### config.mk
export PLATFORM = sky130hd
export DESIGN_NAME = insn_fetch
export DESIGN_NICKNAME = d
export VERILOG_FILES = /design/src/verilog/fetch_pkg.sv /design/src/verilog/lane_predecode.sv /design/src/verilog/fetch_window.sv /design/src/verilog/branch_hold.sv /design/src/verilog/pc_sequencer.sv /design/src/verilog/insn_fetch.sv
export VERILOG_INCLUDE_DIRS = /design/src /design/src/verilog
export SDC_FILE = /design/constraint.sdc
export NUM_CORES = 1
export LEC_CHECK = 0
export ABC_CLOCK_PERIOD_IN_PS = 5800
export BUFFER_PORTS_ARGS = -buffer_cell sky130_fd_sc_hd__buf_4
export CAP_MARGIN = 20
export CORE_AREA = 2 2 338 340
export CTS_CLUSTER_DIAMETER = 200
export CTS_CLUSTER_SIZE = 30
export DETAILED_ROUTE_END_ITERATION = 10
export DIE_AREA = 0 0 340 342
export GPL_TIMING_DRIVEN = 0
export PLACE_DENSITY_LB_ADDON = 0.1
export SYNTH_ARGS = -nofsm -noshare
export SYNTH_HDL_FRONTEND = slang
export SYNTH_SLANG_ARGS = --single-unit
### constraint.sdc
create_clock -name clock -period 5.8 [get_ports clock]
set_input_delay 0.87 -clock clock [delete_from_list [all_inputs] [get_ports clock]]
set_output_delay 0.87 -clock clock [all_outputs]
set_load 0.02 [all_outputs]
### src/verilog/fetch_defines.svh
// Widths, lane count and RV32I opcodes for the fetch stage
// One cache word is assumed to hold exactly two instructions

`ifndef FETCH_DEFINES_SVH
`define FETCH_DEFINES_SVH

// Address and instruction width
`define XLEN        32

// Instructions presented per cycle
`define FETCH_LANES 4

// One word of the two-word cache return
`define CACHE_WORD  64

// Major opcodes seen by predecode
`define OPC_JAL     7'b1101111
`define OPC_JALR    7'b1100111
`define OPC_BRANCH  7'b1100011

`endif

### src/verilog/fetch_pkg.sv
// Types shared by the fetch stage and the instruction buffer side
// Field layouts follow the RV32I base encodings
`default_nettype none

`include "fetch_defines.svh"

package fetch_pkg;

    // J-type layout, msb first
    typedef struct packed {
        logic       imm20;
        logic [9:0] imm10_1;
        logic       imm11;
        logic [7:0] imm19_12;
        logic [4:0] rd;
        logic [6:0] opcode;
    } j_fields_t;

    // B-type layout, msb first
    typedef struct packed {
        logic       imm12;
        logic [5:0] imm10_5;
        logic [4:0] rs2;
        logic [4:0] rs1;
        logic [2:0] funct3;
        logic [3:0] imm4_1;
        logic       imm11;
        logic [6:0] opcode;
    } b_fields_t;

    typedef union packed {
        logic [`XLEN-1:0] raw;
        j_fields_t        j;
        b_fields_t        b;
    } rv_insn_u;

    typedef struct packed {
        logic             jal;
        logic             jalr;
        logic             cond_branch;
        logic [`XLEN-1:0] target;      // JAL or branch target, else zero
    } predecode_t;

    typedef struct packed {
        logic             valid;
        rv_insn_u         insn;
        logic [`XLEN-1:0] pc;
        logic [`XLEN-1:0] npc;
        logic [`XLEN-1:0] pred_pc;
        predecode_t       predecode;
    } fetch_lane_t;

    typedef fetch_lane_t [`FETCH_LANES-1:0] fetch_bundle_t;

    // Strobe from execute that ends a branch stall
    typedef struct packed {
        logic             valid;
        logic [`XLEN-1:0] target;
    } resolve_t;

    typedef logic [$clog2(`FETCH_LANES+1)-1:0] taken_t;   // 0 to FETCH_LANES

endpackage

`default_nettype wire

### src/verilog/lane_predecode.sv
// Predecode of one RV32 word for JAL, JALR and the six conditional branches
// JALR gets no target since its base register is unknown here
`timescale 1ns/1ps
`default_nettype none

`include "fetch_defines.svh"

module lane_predecode (
    input  fetch_pkg::rv_insn_u   insn,
    input  logic                  present,    // Word came back from the cache
    input  logic [`XLEN-1:0]      pc,
    output fetch_pkg::predecode_t info
);

    logic [`XLEN-1:0] j_imm;
    logic [`XLEN-1:0] b_imm;
    logic             funct3_ok;

    // Sign-extended immediates, one per view of the word
    assign j_imm = {{(`XLEN-20){insn.j.imm20}},
                    insn.j.imm19_12,
                    insn.j.imm11,
                    insn.j.imm10_1,
                    1'b0};

    assign b_imm = {{(`XLEN-12){insn.b.imm12}},
                    insn.b.imm11,
                    insn.b.imm10_5,
                    insn.b.imm4_1,
                    1'b0};

    // funct3 values 010 and 011 are not branches
    assign funct3_ok = (insn.b.funct3[2:1] != 2'b01);

    always_comb begin
        info = '0;
        if (present) begin
            case (insn.j.opcode)    // Opcode sits in the same bits in both views
                `OPC_JAL: begin
                    info.jal    = 1'b1;
                    info.target = pc + j_imm;
                end
                `OPC_JALR: begin
                    info.jalr = 1'b1;
                end
                `OPC_BRANCH: begin
                    if (funct3_ok) begin
                        info.cond_branch = 1'b1;
                        info.target      = pc + b_imm;
                    end
                end
                default: begin
                    info = '0;
                end
            endcase
        end
    end

endmodule

`default_nettype wire

### src/verilog/fetch_window.sv
// Aligns the two-word cache return to the fetch PC and builds the lane bundle
// With pc bit 2 set only three lanes can be filled
`timescale 1ns/1ps
`default_nettype none

`include "fetch_defines.svh"

module fetch_window (
    input  logic                            clock,
    input  logic                            reset,
    input  logic [1:0][`CACHE_WORD-1:0]     data_read,
    input  logic [1:0]                      return_valid,
    input  logic [`XLEN-1:0]                npc,          // Address of this cycle's read
    input  logic [`XLEN-1:0]                pc,           // Address of the registered words
    input  logic                            stall,
    input  fetch_pkg::resolve_t             resolve,
    output fetch_pkg::fetch_bundle_t        bundle
);
    import fetch_pkg::*;

    logic       [`XLEN-1:0]        lo0;
    logic       [`XLEN-1:0]        hi0;
    logic       [`XLEN-1:0]        lo1;
    logic       [`XLEN-1:0]        hi1;
    rv_insn_u   [`FETCH_LANES-1:0] word_d;
    logic       [`FETCH_LANES-1:0] present_d;
    rv_insn_u   [`FETCH_LANES-1:0] word;
    logic       [`FETCH_LANES-1:0] present;
    predecode_t [`FETCH_LANES-1:0] info;
    logic       [`XLEN-1:0]        lane_pc [`FETCH_LANES];
    logic       [`FETCH_LANES-1:0] is_ctrl;
    logic       [`FETCH_LANES-1:0] lane_valid;

    assign lo0 = data_read[0][`XLEN-1:0];
    assign hi0 = data_read[0][2*`XLEN-1:`XLEN];
    assign lo1 = data_read[1][`XLEN-1:0];
    assign hi1 = data_read[1][2*`XLEN-1:`XLEN];

    // Shift the return down one slot when the read starts on the upper half
    always_comb begin
        word_d    = '0;
        present_d = '0;
        if (return_valid[0]) begin
            present_d[0]  = 1'b1;
            present_d[1]  = npc[2] ? return_valid[1] : 1'b1;
            word_d[0].raw = npc[2] ? hi0 : lo0;
            word_d[1].raw = npc[2] ? lo1 : hi0;
        end
        if (return_valid[1]) begin
            present_d[2]  = 1'b1;
            present_d[3]  = !npc[2];            // Nothing left for lane 3
            word_d[2].raw = npc[2] ? hi1 : lo1;
            word_d[3].raw = npc[2] ? '0 : hi1;
        end
    end

    always_ff @(posedge clock) begin
        if (reset) begin
            present <= '0;
        end else begin
            present <= present_d;
        end
    end

    always_ff @(posedge clock) begin
        word <= word_d;
    end

    for (genvar k = 0; k < `FETCH_LANES; k++) begin : g_lane
        assign lane_pc[k] = pc + 4 * k;

        lane_predecode lane_predecode_i (
            .insn    (word[k]),
            .present (present[k]),
            .pc      (lane_pc[k]),
            .info    (info[k])
        );
    end

    // Valid chain stops after the first control instruction
    always_comb begin
        for (int k = 0; k < `FETCH_LANES; k++) begin
            is_ctrl[k]    = info[k].jal | info[k].jalr | info[k].cond_branch;
            lane_valid[k] = (|word[k].raw) & present[k] & !stall & !resolve.valid;
        end
        for (int k = 1; k < `FETCH_LANES; k++) begin
            lane_valid[k] = lane_valid[k] & lane_valid[k-1] & !is_ctrl[k-1];
        end
        lane_valid[`FETCH_LANES-1] = lane_valid[`FETCH_LANES-1] & !pc[2];
    end

    always_comb begin
        for (int k = 0; k < `FETCH_LANES; k++) begin
            bundle[k].valid     = lane_valid[k];
            bundle[k].insn      = word[k];
            bundle[k].pc        = lane_pc[k];
            bundle[k].npc       = lane_pc[k] + 4;
            bundle[k].predecode = info[k];
            if (info[k].jal) begin
                bundle[k].pred_pc = info[k].target;
            end else if (info[k].cond_branch) begin
                bundle[k].pred_pc = lane_pc[k] + 4;     // Predicted not taken
            end else begin
                bundle[k].pred_pc = '0;
            end
        end
    end

endmodule

`default_nettype wire

### src/verilog/branch_hold.sv
// Stall flag for a taken JALR or conditional branch
// Only a resolve strobe clears it, there is no timeout
`timescale 1ns/1ps
`default_nettype none

`include "fetch_defines.svh"

module branch_hold (
    input  logic                     clock,
    input  logic                     reset,
    input  fetch_pkg::taken_t        insn_taken,
    input  fetch_pkg::fetch_bundle_t bundle,
    input  fetch_pkg::resolve_t      resolve,
    output logic                     stall
);
    import fetch_pkg::*;

    localparam int IDX_W = $clog2(`FETCH_LANES);

    logic [IDX_W-1:0] last_idx;
    fetch_lane_t      last_lane;
    logic             any_taken;
    logic             hold_set;

    // Youngest lane the buffer accepted
    assign last_idx  = IDX_W'(insn_taken - 1'b1);
    assign last_lane = bundle[last_idx];
    assign any_taken = (insn_taken != '0);

    // Target of JALR and of branches is unknown until execute
    assign hold_set = any_taken & last_lane.valid &
                      (last_lane.predecode.jalr | last_lane.predecode.cond_branch);

    always_ff @(posedge clock) begin
        if (reset) begin
            stall <= 1'b0;
        end else if (resolve.valid) begin
            stall <= 1'b0;      // Wins over a set in the same cycle
        end else if (hold_set) begin
            stall <= 1'b1;
        end
    end

endmodule

`default_nettype wire

### src/verilog/pc_sequencer.sv
// PC register and next-PC select for the fetch stage
// Reads are always aligned to a 64-bit cache word
`timescale 1ns/1ps
`default_nettype none

`include "fetch_defines.svh"

module pc_sequencer (
    input  logic                     clock,
    input  logic                     reset,
    input  fetch_pkg::taken_t        insn_taken,
    input  fetch_pkg::fetch_bundle_t bundle,
    input  logic                     stall,
    input  fetch_pkg::resolve_t      resolve,
    output logic [`XLEN-1:0]         pc,
    output logic [`XLEN-1:0]         npc,
    output logic [`XLEN-1:0]         read_addr,
    output logic                     read_valid
);
    import fetch_pkg::*;

    localparam int IDX_W  = $clog2(`FETCH_LANES);
    localparam int PAD_W  = `XLEN - $bits(taken_t) - 2;

    logic [IDX_W-1:0] last_idx;
    fetch_lane_t      last_lane;
    logic             jal_taken;
    logic [`XLEN-1:0] seq_pc;

    assign last_idx  = IDX_W'(insn_taken - 1'b1);
    assign last_lane = bundle[last_idx];
    assign jal_taken = (insn_taken != '0) & last_lane.predecode.jal;

    // Four bytes per accepted instruction
    assign seq_pc = pc + {{PAD_W{1'b0}}, insn_taken, 2'b00};

    always_comb begin
        if (resolve.valid) begin
            npc = resolve.target;
        end else if (stall) begin
            npc = pc;                           // Re-read the same word
        end else if (jal_taken) begin
            npc = last_lane.predecode.target;
        end else begin
            npc = seq_pc;
        end
    end

    always_ff @(posedge clock) begin
        if (reset) begin
            pc <= '0;
        end else begin
            pc <= npc;
        end
    end

    assign read_addr  = {npc[`XLEN-1:3], 3'b000};
    assign read_valid = !stall;

endmodule

`default_nettype wire

### src/verilog/insn_fetch.sv
// Four-wide RV32 fetch stage between the instruction cache and the buffer
// Cache data must come back in the same cycle as the read request
`timescale 1ns/1ps
`default_nettype none

`include "fetch_defines.svh"

module insn_fetch (
    input  logic                        clock,
    input  logic                        reset,
    input  logic [1:0][`CACHE_WORD-1:0] data_read,
    input  logic [1:0]                  return_valid,
    input  fetch_pkg::taken_t           insn_taken,   // Lanes the buffer accepted
    input  fetch_pkg::resolve_t         resolve,
    output fetch_pkg::fetch_bundle_t    bundle,
    output logic [`XLEN-1:0]            read_addr,
    output logic                        read_valid
);

    logic [`XLEN-1:0] pc;
    logic [`XLEN-1:0] npc;
    logic             stall;

    fetch_window fetch_window_i (
        .clock        (clock),
        .reset        (reset),
        .data_read    (data_read),
        .return_valid (return_valid),
        .npc          (npc),
        .pc           (pc),
        .stall        (stall),
        .resolve      (resolve),
        .bundle       (bundle)
    );

    branch_hold branch_hold_i (
        .clock      (clock),
        .reset      (reset),
        .insn_taken (insn_taken),
        .bundle     (bundle),
        .resolve    (resolve),
        .stall      (stall)
    );

    pc_sequencer pc_sequencer_i (
        .clock      (clock),
        .reset      (reset),
        .insn_taken (insn_taken),
        .bundle     (bundle),
        .stall      (stall),
        .resolve    (resolve),
        .pc         (pc),
        .npc        (npc),
        .read_addr  (read_addr),
        .read_valid (read_valid)
    );

endmodule

`default_nettype wire

After elaboration in Yosys (flattened, before gate mapping). Cells that the tools add are included.

Register bits after elaboration: 165. Word-level logic and storage cells: 134.

Add/sub/neg operators: 16. Order comparisons: 1. Equality and inequality tests: 17. Multiplexer cells: 43. Bitwise operators: 31. Reductions and logical operators: 16.

Operators by type and width (number): 32-bit 2-to-1 mux (14); 164-bit binary-select mux with 2-bit select (1); 32-bit adder (8); 32-bit case mux with 2 select lines (4); 164-bit 2-to-1 mux (1); 35-bit 2-to-1 mux (4); 33-bit 2-to-1 mux (4); 32-bit by 3-bit adder with 32-bit output (second input constant) (4); 32-bit OR reduction (4); 7-bit equality test (second input constant) (12); 32-bit by 4-bit adder with 32-bit output (second input constant) (2); 32-bit by 5-bit adder with 32-bit output (1); 1-bit AND (22); 1-bit 2-to-1 mux (15); 2-bit by 1-bit != test with 1-bit output (second input constant) (4); 2-bit OR reduction (4); 1-bit logical NOT (7); 1-bit bitwise OR (7); 2-bit by 3-bit < comparator with 1-bit output (second input constant) (1); 3-bit nonzero test (1); 2-bit != test (second input constant) (1); 1-bit inverter (2); 2-bit by 1-bit subtractor with 2-bit output (second input constant) (1).

Depth between registers and ports, before layout. Gate-level depths: netlist of run 1.

Word-level depth: 20. Depth in mapped cells: 21. Gate-level depth less buffers: 17.

By module. A second synthesis of run 1 with hierarchy kept.

Cell total of the unflattened synthesis: 3759. Area total of the unflattened synthesis: 27537.7 sq um.

By module, submodules not included: fetch_window (times used 1, cells each 1398, area an instance 10887.9 sq um, sequential area each 2642.5 sq um); lane_predecode (fetch_window_i.g_lane[2].lane_predecode_i ...) (times used 2, cells each 468, area an instance 3245.6 sq um, sequential area each 0.0 sq um); lane_predecode (fetch_window_i.g_lane[0].lane_predecode_i ...) (times used 2, cells each 488, area an instance 3199.3 sq um, sequential area each 0.0 sq um); pc_sequencer (times used 1, cells each 435, area an instance 3647.2 sq um, sequential area each 640.6 sq um); branch_hold (times used 1, cells each 14, area an instance 112.6 sq um, sequential area each 20.0 sq um).

Least setup slack after synthesis of run 1. No wires, ideal clock.

Path kind: flip-flop to output port. Start point: register pc_sequencer_i.pc[2]. End point: output port read_addr[23]. Arrival time: 5.581 ns. Slack: -0.651 ns. Cell stages (with the launch flop): 20. Cells stage by stage: dfxtp_1 inv_1 ha_1 clkbuf_1 or3_1 clkbuf_1 nor2_1 xnor2_1 inv_1 ha_1 clkbuf_1 a21oi_1 o21ai_0 a221oi_1 a31oi_1 nor3b_1 a2111oi_0 o2111ai_1 nor3b_1 buf_4.

RTL lines: start: declaration (line pc_sequencer.sv:15) `` output logic [`XLEN-1:0] pc, ``; start signal: assignment (line pc_sequencer.sv:53) `pc <= npc;`; end: declaration (line insn_fetch.sv:16) `` output logic [`XLEN-1:0] read_addr, ``.

Worst setup path after layout of run 1.
Start point: register fetch_window_i.word, in the netlist fetch_window_i.bundle[472]. End point: output port read_addr[5].

Word-level cells in the longest chain between the ends: 9.

RTL lines: start: declaration (line fetch_window.sv:27) `` rv_insn_u [`FETCH_LANES-1:0] word; ``; start signal: assignment (line fetch_window.sv:66) `word <= word_d;`; 2-bit by 1-bit != test with 1-bit output (line lane_predecode.sv:33) `assign funct3_ok = (insn.b.funct3[2:1] != 2'b01);`; 33-bit 2-to-1 mux (line lane_predecode.sv:47) `if (funct3_ok) begin`; 32-bit case mux with 2 select lines (line lane_predecode.sv:38) `case (insn.j.opcode)`; 35-bit 2-to-1 mux (line lane_predecode.sv:37) `if (present) begin`; 164-bit binary-select mux with 2-bit select (line pc_sequencer.sv:31) `assign last_lane = bundle[last_idx];`; 164-bit 2-to-1 mux (implied by the code) (line pc_sequencer.sv:31); 32-bit 2-to-1 mux (line pc_sequencer.sv:42) `end else if (jal_taken) begin`; 32-bit 2-to-1 mux (line pc_sequencer.sv:40) `end else if (stall) begin`; 32-bit 2-to-1 mux (line pc_sequencer.sv:38) `if (resolve.valid) begin`.

No other way between the ends. The select of a mux whose other input is x is not followed.

==> impl_metrics.ini, run 1 <==
[outcome]
status = finished, violations left
violations = setup timing

[timing]
hold_violations = 0
slew_headroom_pct = 14.8
slew_viol_final = 0
worst_pin_slew_ps = 1270
min_period_ps = 5990
fin_crit_sh_pct = 103
layout_setup_ws_ps = -189
fin_worst_skew_ps = 24.0
setup_viol = 20
rsz0062_at_grt = yes
fmax_ghz = 0.167

[grt]
grt_first_pass_wirelength_microns = 337000
grt_pass1_vias = 39800
grt_max_degree = 21
groute.usage.overall_pct = 41.1
grt-ovfl-total = 0
antenna_found_initial = 19

[logic_synthesis]
synth_area_per_cell_sq_um = 6.60
ys_ff_latch = 165
syn_area_sq_mm = 0.0286
synth-edff-count = 0
synthDistinctLibCells = 96
ys_async_sr_fraction_pct = 0
synth_ff_type = dfxtp_1
ys_warn_count = 0
synth_cells = 4341
synth_seq_area_share_pct = 11.5

[detailed_routing]
drc_errors = 0
dr.pass1.iters = 7
vias = 42600
drt_iter0_drc = 4894
ant_nets = 0
routed_wl_microns = 253000
post_drt_via_cell_ratio = 6.03
wl_per_cell_microns = 35.9

[die]
rows = 124
io_pins = 857
die_x_microns = 340
dieArea_sq_mm = 0.116
start_util_pct = 25.3
core-area_sq_mm = 0.113
die_y_microns = 342

[clock_network]
clock_path_buffers = 2
clk_pin_slew_ps = 80
h-tree-depth = 4
cts-hold-fix-buffers = 0
cts_tree = done
worstSkewPairLatency_ps = 500
clock-sinks = 165
clock-root-buffer = clkbuf_16
cts_buffers = 17

[place]
portBuffers = 850
gp_congestion = 1.04
dp_hpwl_microns = 209000
placed_area_sq_mm = 0.0372

[cells_and_area]
final_area_sq_mm = 0.0468
final_cell_mix = buf_4 (1255), nand2_1 (558), nor2_1 (341), o21ai_0 (239), a21oi_1 (212)
mostFrequentLayoutCell = buf_4
drive_above_1_share_pct = 40.4
fin_nets = 5888
fin_util_pct = 41.4
area_growth_pct = 63.6

[setup_path]
cp.required_ps = 4930
cp_max_fo = 10
cp-end-kind = primary output
cp.arrival_ps = 5120
crit_type = reg -> out
start_kind = flop

[pwr]
vdd.ir_drop.worst_mv = 0.193
p_leak_nw = 19.2
powerDensity_mw_per_mm2 = 157

[run]
cap_violations = 0

[min_path]
hp-class = in -> reg
-- power by group --
| group | leakage [nW] | internal (mW) | switching, mW | total [mW] |
|---|---|---|---|---|
| Clock | 0.287 | 0.658 | 0.597 | 1.25 |
| Combinational | 17.5 | 1.69 | 2.90 | 4.59 |
| Sequential | 1.38 | 1.23 | 0.293 | 1.53 |
| Total | 19.2 | 3.58 | 3.79 | 7.37 |
-- worst paths after layout --
| path | from | end | slack (ps) | cells after the start |
|---|---|---|---|---|
| worst min register to register | pc_sequencer_i.pc[16] | pc_sequencer_i.pc[16] | 870 | 4 |
| worst max-delay path | fetch_window_i.bundle[472] | read_addr[5] | -190 | 12 |
| worst min-delay path | data_read[121] | fetch_window_i.bundle[648] | 610 | 2 |
| worst max register to register | fetch_window_i.bundle[636] | fetch_window_i.bundle[484] | 810 | 12 |
-- sequential cells by signal (all words and copies together) (netlist names) --
signal / cells
fetch_window_i.bundle: 128
branch_hold_i.stall: 1
pc_sequencer_i.pc: 32
fetch_window_i.present: 4
-- per-stage QoR --
| step | instances | TNS (ps) | total power [mW] | setup WS, ps | hold slack (ps) |
|---|---|---|---|---|---|
| final | 7068 | -2100 | 7.37 | -189 | 612 |
| after CTS | 6951 | -1350 | 7.01 | -183 | 599 |
| after floorplan | 4343 | -155 | 3.38 | -155 | 728 |
| after global placement | 6705 | -504050 | 5.14 | -5380 | 935 |
| after global routing | 7056 | -2600 | 7.57 | -212 | 612 |
| after detailed placement | 6726 | -365130 | 5.15 | -3120 | 903 |
-- synthesized netlist by cell type, types with 64 or more instances --
| cell | number | share of area (%) |
|---|---|---|
| o21ai_0 | 313 | 5.5 |
| nand4_1 | 82 | 1.8 |
| ha_1 | 182 | 8.0 |
| xnor2_1 | 178 | 5.4 |
| o22ai_1 | 70 | 1.5 |
| dfxtp_1 | 165 | 12 |
| nand2_1 | 601 | 7.9 |
| nor4_1 | 64 | 1.4 |
| clkbuf_1 | 246 | 3.2 |
| inv_1 | 169 | 2.2 |
| nor3_1 | 117 | 2.0 |
| xor2_1 | 81 | 2.5 |
| a21boi_0 | 118 | 3.1 |
| buf_4 | 90 | 2.4 |
| nand3_1 | 94 | 1.6 |
| a21oi_1 | 323 | 5.6 |
| nor2_1 | 375 | 4.9 |
-- area by class of cell --
type / count / area [sq um]
timing repair buffer: 1227 / 9600
antenna: 15 / 37.5
tap: 1512 / 1890
clock buffer: 18 / 439
sequential: 165 / 3380
inverter: 172 / 706
fill: 12100 / 66300
multi-input combinational: 3632 / 28700
clock inverter: 13 / 170
buffer: 314 / 1950
-- worst max-delay path, cell delays in order, from the launching register on --
cell,delay [ps]
dfxtp_1,550
inv_1,100
o21ai_0,780
or2_2,240
clkbuf_1,420
clkbuf_2,470
o22ai_1,160
mux2i_1,780
o221ai_1,440
nand3_1,200
o211ai_1,110
buf_4,210
buf_4,160
-- what timing repair did --
action / in CTS / in global routing
pin swaps: 176 / 193
setup buffers: 249 / 105
endpoints found under the setup margin: 292 / 87
endpoints found under the hold margin: 0 / 0
gates resized for setup: 1043 / 336
cloned: 0 / 1
-- layer usage --
layer / track usage (%) / vias to the layer above / wire length, microns
li1: - / 18300 / -
met1: 52.4 / 21200 / 103000
met2: 62.8 / 2556 / 108000
met3: 9.83 / 609 / 23600
met4: 24.9 / 10 / 19100
met5: 0 / - / 102
-- kinds of logic after synthesis --
group | count (synthesis) | synth area share, %
and+or+nand+nor | 1678 | 28.1
AOI/OAI and AO/OA | 1465 | 34.1
buffers and inverters | 547 | 8.41
xor gates and xnor gates | 260 | 7.98
adders and majority gates | 192 | 8.61
DFF | 165 | 11.5
muxes | 33 | 1.24
other | 1 | 0.0131
No activity file was read; power rests on OpenSTA's default activity.
==> run 2, diff against run 1 <==
--- a/config.mk
+++ b/config.mk
@@ -6,16 +6,17 @@
 export SDC_FILE = /design/constraint.sdc
 export NUM_CORES = 1
 export LEC_CHECK = 0
+export ABC_AREA = 1
 export ABC_CLOCK_PERIOD_IN_PS = 5800
 export BUFFER_PORTS_ARGS = -buffer_cell sky130_fd_sc_hd__buf_4
 export CAP_MARGIN = 20
-export CORE_AREA = 2 2 338 340
+export CORE_AREA = 2 2 333 335
 export CTS_CLUSTER_DIAMETER = 200
 export CTS_CLUSTER_SIZE = 30
 export DETAILED_ROUTE_END_ITERATION = 10
-export DIE_AREA = 0 0 340 342
+export DIE_AREA = 0 0 335 337
 export GPL_TIMING_DRIVEN = 0
-export PLACE_DENSITY_LB_ADDON = 0.1
+export PLACE_DENSITY = 0.46
 export SYNTH_ARGS = -nofsm -noshare
 export SYNTH_HDL_FRONTEND = slang
 export SYNTH_SLANG_ARGS = --single-unit
==> run 2 against run 1 <==
The run still ends with setup timing left. Synthesized area rose by 4.7%. Worst setup slack better by 91 ps. Combinational power is 8.9% lower. Clock-buffer cell count is 1 lower. Non-clock buffer count shrank 231. Register-to-register slack gained 30 ps. Hold slack got worse by 89 ps. Fmax up 1.5%. Sequential share of layout area is 0.35 points higher. First-iteration DRC count up 11%. Critical endpoint is now bundle[367]. Largest power group unchanged.
==> impl_metrics.ini, run 2 <==
[outcome]
status = finished, violations left
violations = setup timing

[pwr]
p_switching_mw = 3.70
switching_share_pct = 53.2
p_seq_share_pct = 21.8
internal-power_mw = 3.25
p_leak_nw = 22.6
p_comb_share_pct = 60.0
clockPowerShare_pct = 18.2
powerDensity_mw_per_mm2 = 155
vdd.ir_drop.worst_mv = 0.160

[grt]
antenna_found_initial = 9
grt_max_degree = 22
grt_first_pass_wirelength_microns = 344000
groute.usage.overall_pct = 44.0
grt-ovfl-total = 0
grt_pass1_vias = 42100

[logic_synthesis]
synth_cells = 5684
synth_ff_type = dfxtp_1
synth_area_leader_cell = nand2_1
synth-edff-count = 0
ys_async_sr_fraction_pct = 0
syn_area_sq_mm = 0.0300
ys_warn_count = 0
synth_seq_area_share_pct = 11.0
synthTopCellsByCount = nand2_1 (1742), inv_1 (763), nor2_1 (752), nand3_1 (538), o21ai_0 (306)
synth_area_per_cell_sq_um = 5.27
netlist_top_cells_area = nand2_1 (22%), dfxtp_1 (11%), inv_1 (9.6%)
ys_ff_latch = 165
synthDistinctLibCells = 58
synth_top_area_share_pct = 21.8
post-synth-top-count-cell = nand2_1

[setup_path]
worst-path-buf-inv = 4
start_kind = flop
cp-end-kind = primary output
cp_slowest_cell = clkdlybuf4s15_1
path_cells = nand2_1 > nor2_1 > nand4_1 > nor2_1 > clkdlybuf4s15_1 > nand2_2 > clkinv_1 > buf_2 > nand2_1 > o21ai_0 > buf_4
crit_type = reg -> out
cp_top_family = buffers and inverters
cp.arrival_ps = 5030
critPathMaxStageDelay_ps = 740
critPathLaunch = fetch_window_i.bundle[465]
r2r_cells = 17
cp.required_ps = 4930
cp_max_fo = 10
reg2reg_to = fetch_window_i.bundle[314]
r2r_setup_slack_ps = 840
rr_startpoint = fetch_window_i.bundle[629]

[cells_and_area]
drive_above_1_share_pct = 29.3
largest_register_ffs = 128
area_growth_pct = 49.4
fin_cells = 8225
mostFrequentLayoutCell = nand2_1
final_cell_mix = nand2_1 (1564), buf_4 (1150), inv_1 (700), nor2_1 (666), nand3_1 (499)
fin_nets = 7142
final_area_sq_mm = 0.0448

[detailed_routing]
routed_wl_microns = 261000
post_drt_via_cell_ratio = 5.56
dr.pass1.iters = 7
drt_iter0_drc = 5412
vias = 45800
ant_nets = 0
drc_errors = 0
wl_per_cell_microns = 31.7

[timing]
layout_setup_ws_ps = -98.3
setup_viol = 5
hold_violations = 0
fmax_ghz = 0.170
fin_setup_tns_ps = -275
slew_headroom_pct = 13.7
rsz0062_at_grt = yes
fin_worst_skew_ps = 29.3
worst_pin_slew_ps = 1280
min_period_ps = 5900
slew_viol_final = 0
fin_crit_sh_pct = 102

[place]
portBuffers = 851
dpl.cell_count = 7978
gp_congestion = 1.04
dp_hpwl_microns = 221000
placed_area_sq_mm = 0.0384

[clock_network]
cts-hold-fix-buffers = 0
clk_pin_slew_ps = 80
h-tree-depth = 4
clock-sinks = 165
worstSkewPairLatency_ps = 500
cts_tree = done
clock_path_buffers = 2
clock-root-buffer = clkbuf_16
cts_buffers = 17

[die]
dieArea_sq_mm = 0.113
start_util_pct = 27.4
core-area_sq_mm = 0.110
rows = 122
die_x_microns = 335
die_y_microns = 337
io_pins = 857

[run]
cap_violations = 0

[min_path]
hp-class = reg -> reg
holdPathEnd = branch_hold_i.stall
min_from = branch_hold_i.stall
hold_path_depth = 2
## run 2: cell count changes in the layout (fill, tap and decap cells not counted), moves of 48 or more
| cell | delta |
|---|---|
| a21boi_0 | -110 |
| a21o_1 | -48 |
| nand2_1 | +1006 |
| nand2_2 | +125 |
| inv_1 | +586 |
| clkbuf_1 | -51 |
| and3_1 | -58 |
| buf_4 | -105 |
| nand3_1 | +419 |
| nor2_1 | +325 |
| xnor2_1 | -109 |
## run 2: kinds of logic (layout without fill, tap and decap cells)
logic type | after synthesis | count (layout) | synth area share, %
compound gates | 787 | 787 | 14.4
xor+xnor | 172 | 172 | 5.29
fa+ha+maj | 191 | 191 | 8.20
buf+inv | 1021 | 2131 | 14.0
flops | 165 | 165 | 11.0
other cells | 1 | 6 | 0.0125
simple gates | 3347 | 3347 | 47.1
## run 2: final cells by class
class	instances	area (sq um)
fillers	12500	64800
multi-input cells	4500	26100
repair buffers	1087	8440
flip-flops and latches	165	3390
inverters	789	3100
well taps	1426	1780
plain buffers	223	1340
clock buffers	17	425
clock inverters	15	161
diodes	3	7.51
## run 2: power by group through the flow
stage	clock network [mW]	registers (mW)	logic (mW)
after floorplan	0	1.49	1.80
after global placement	0	1.58	3.43
after detailed placement	0	1.56	3.49
after CTS	1.25	1.50	3.88
after global routing	1.29	1.50	4.34
final	1.27	1.52	4.18
## run 2: worst max path at each step
stage                          to  slack (ps)  cells past startpoint
finish                bundle[367]        -100                     11
global route        read_addr[19]        -140                     28
CTS                 read_addr[11]        -100                     23
detailed placement  read_addr[30]       -2240                     23
global placement     read_addr[8]       -3270                     20
floorplan           read_addr[11]         360                     23
## run 2: what timing repair did
item                                    4_1_cts  5_1_grt
buffers inserted                            156       64
resized for setup                           658      306
endpoints found under the setup margin      274       41
pin swaps                                    69       93
## run 2: worst min-delay path, stage by stage (launching register included)
cell and delay (ps):
dfxtp_1 310, inv_1 100, a21oi_1 70
## run 2: metrics by stage
step	hold slack [ps]	utilization (%)	setup slack (ps)	power, mW
after floorplan	595	-	356	3.30
after global placement	492	34.8	-3270	5.01
after detailed placement	495	35.1	-2240	5.05
after CTS	511	39.3	-95.5	6.64
after global routing	587	40.8	-136	7.13
final	523	40.9	-98.3	6.96
## run 2: routing by layer
metal | share of wire (%) | wire, microns | vias to the layer above | GRT usage, %
met5 | 0.021 | 54 | - | 0
met4 | 7.7 | 20000 | 8 | 27.7
met3 | 9.2 | 24000 | 602 | 8.54
met2 | 44 | 114000 | 2703 | 69.9
met1 | 39 | 103000 | 22100 | 54.6
li1 | - | - | 20400 | -
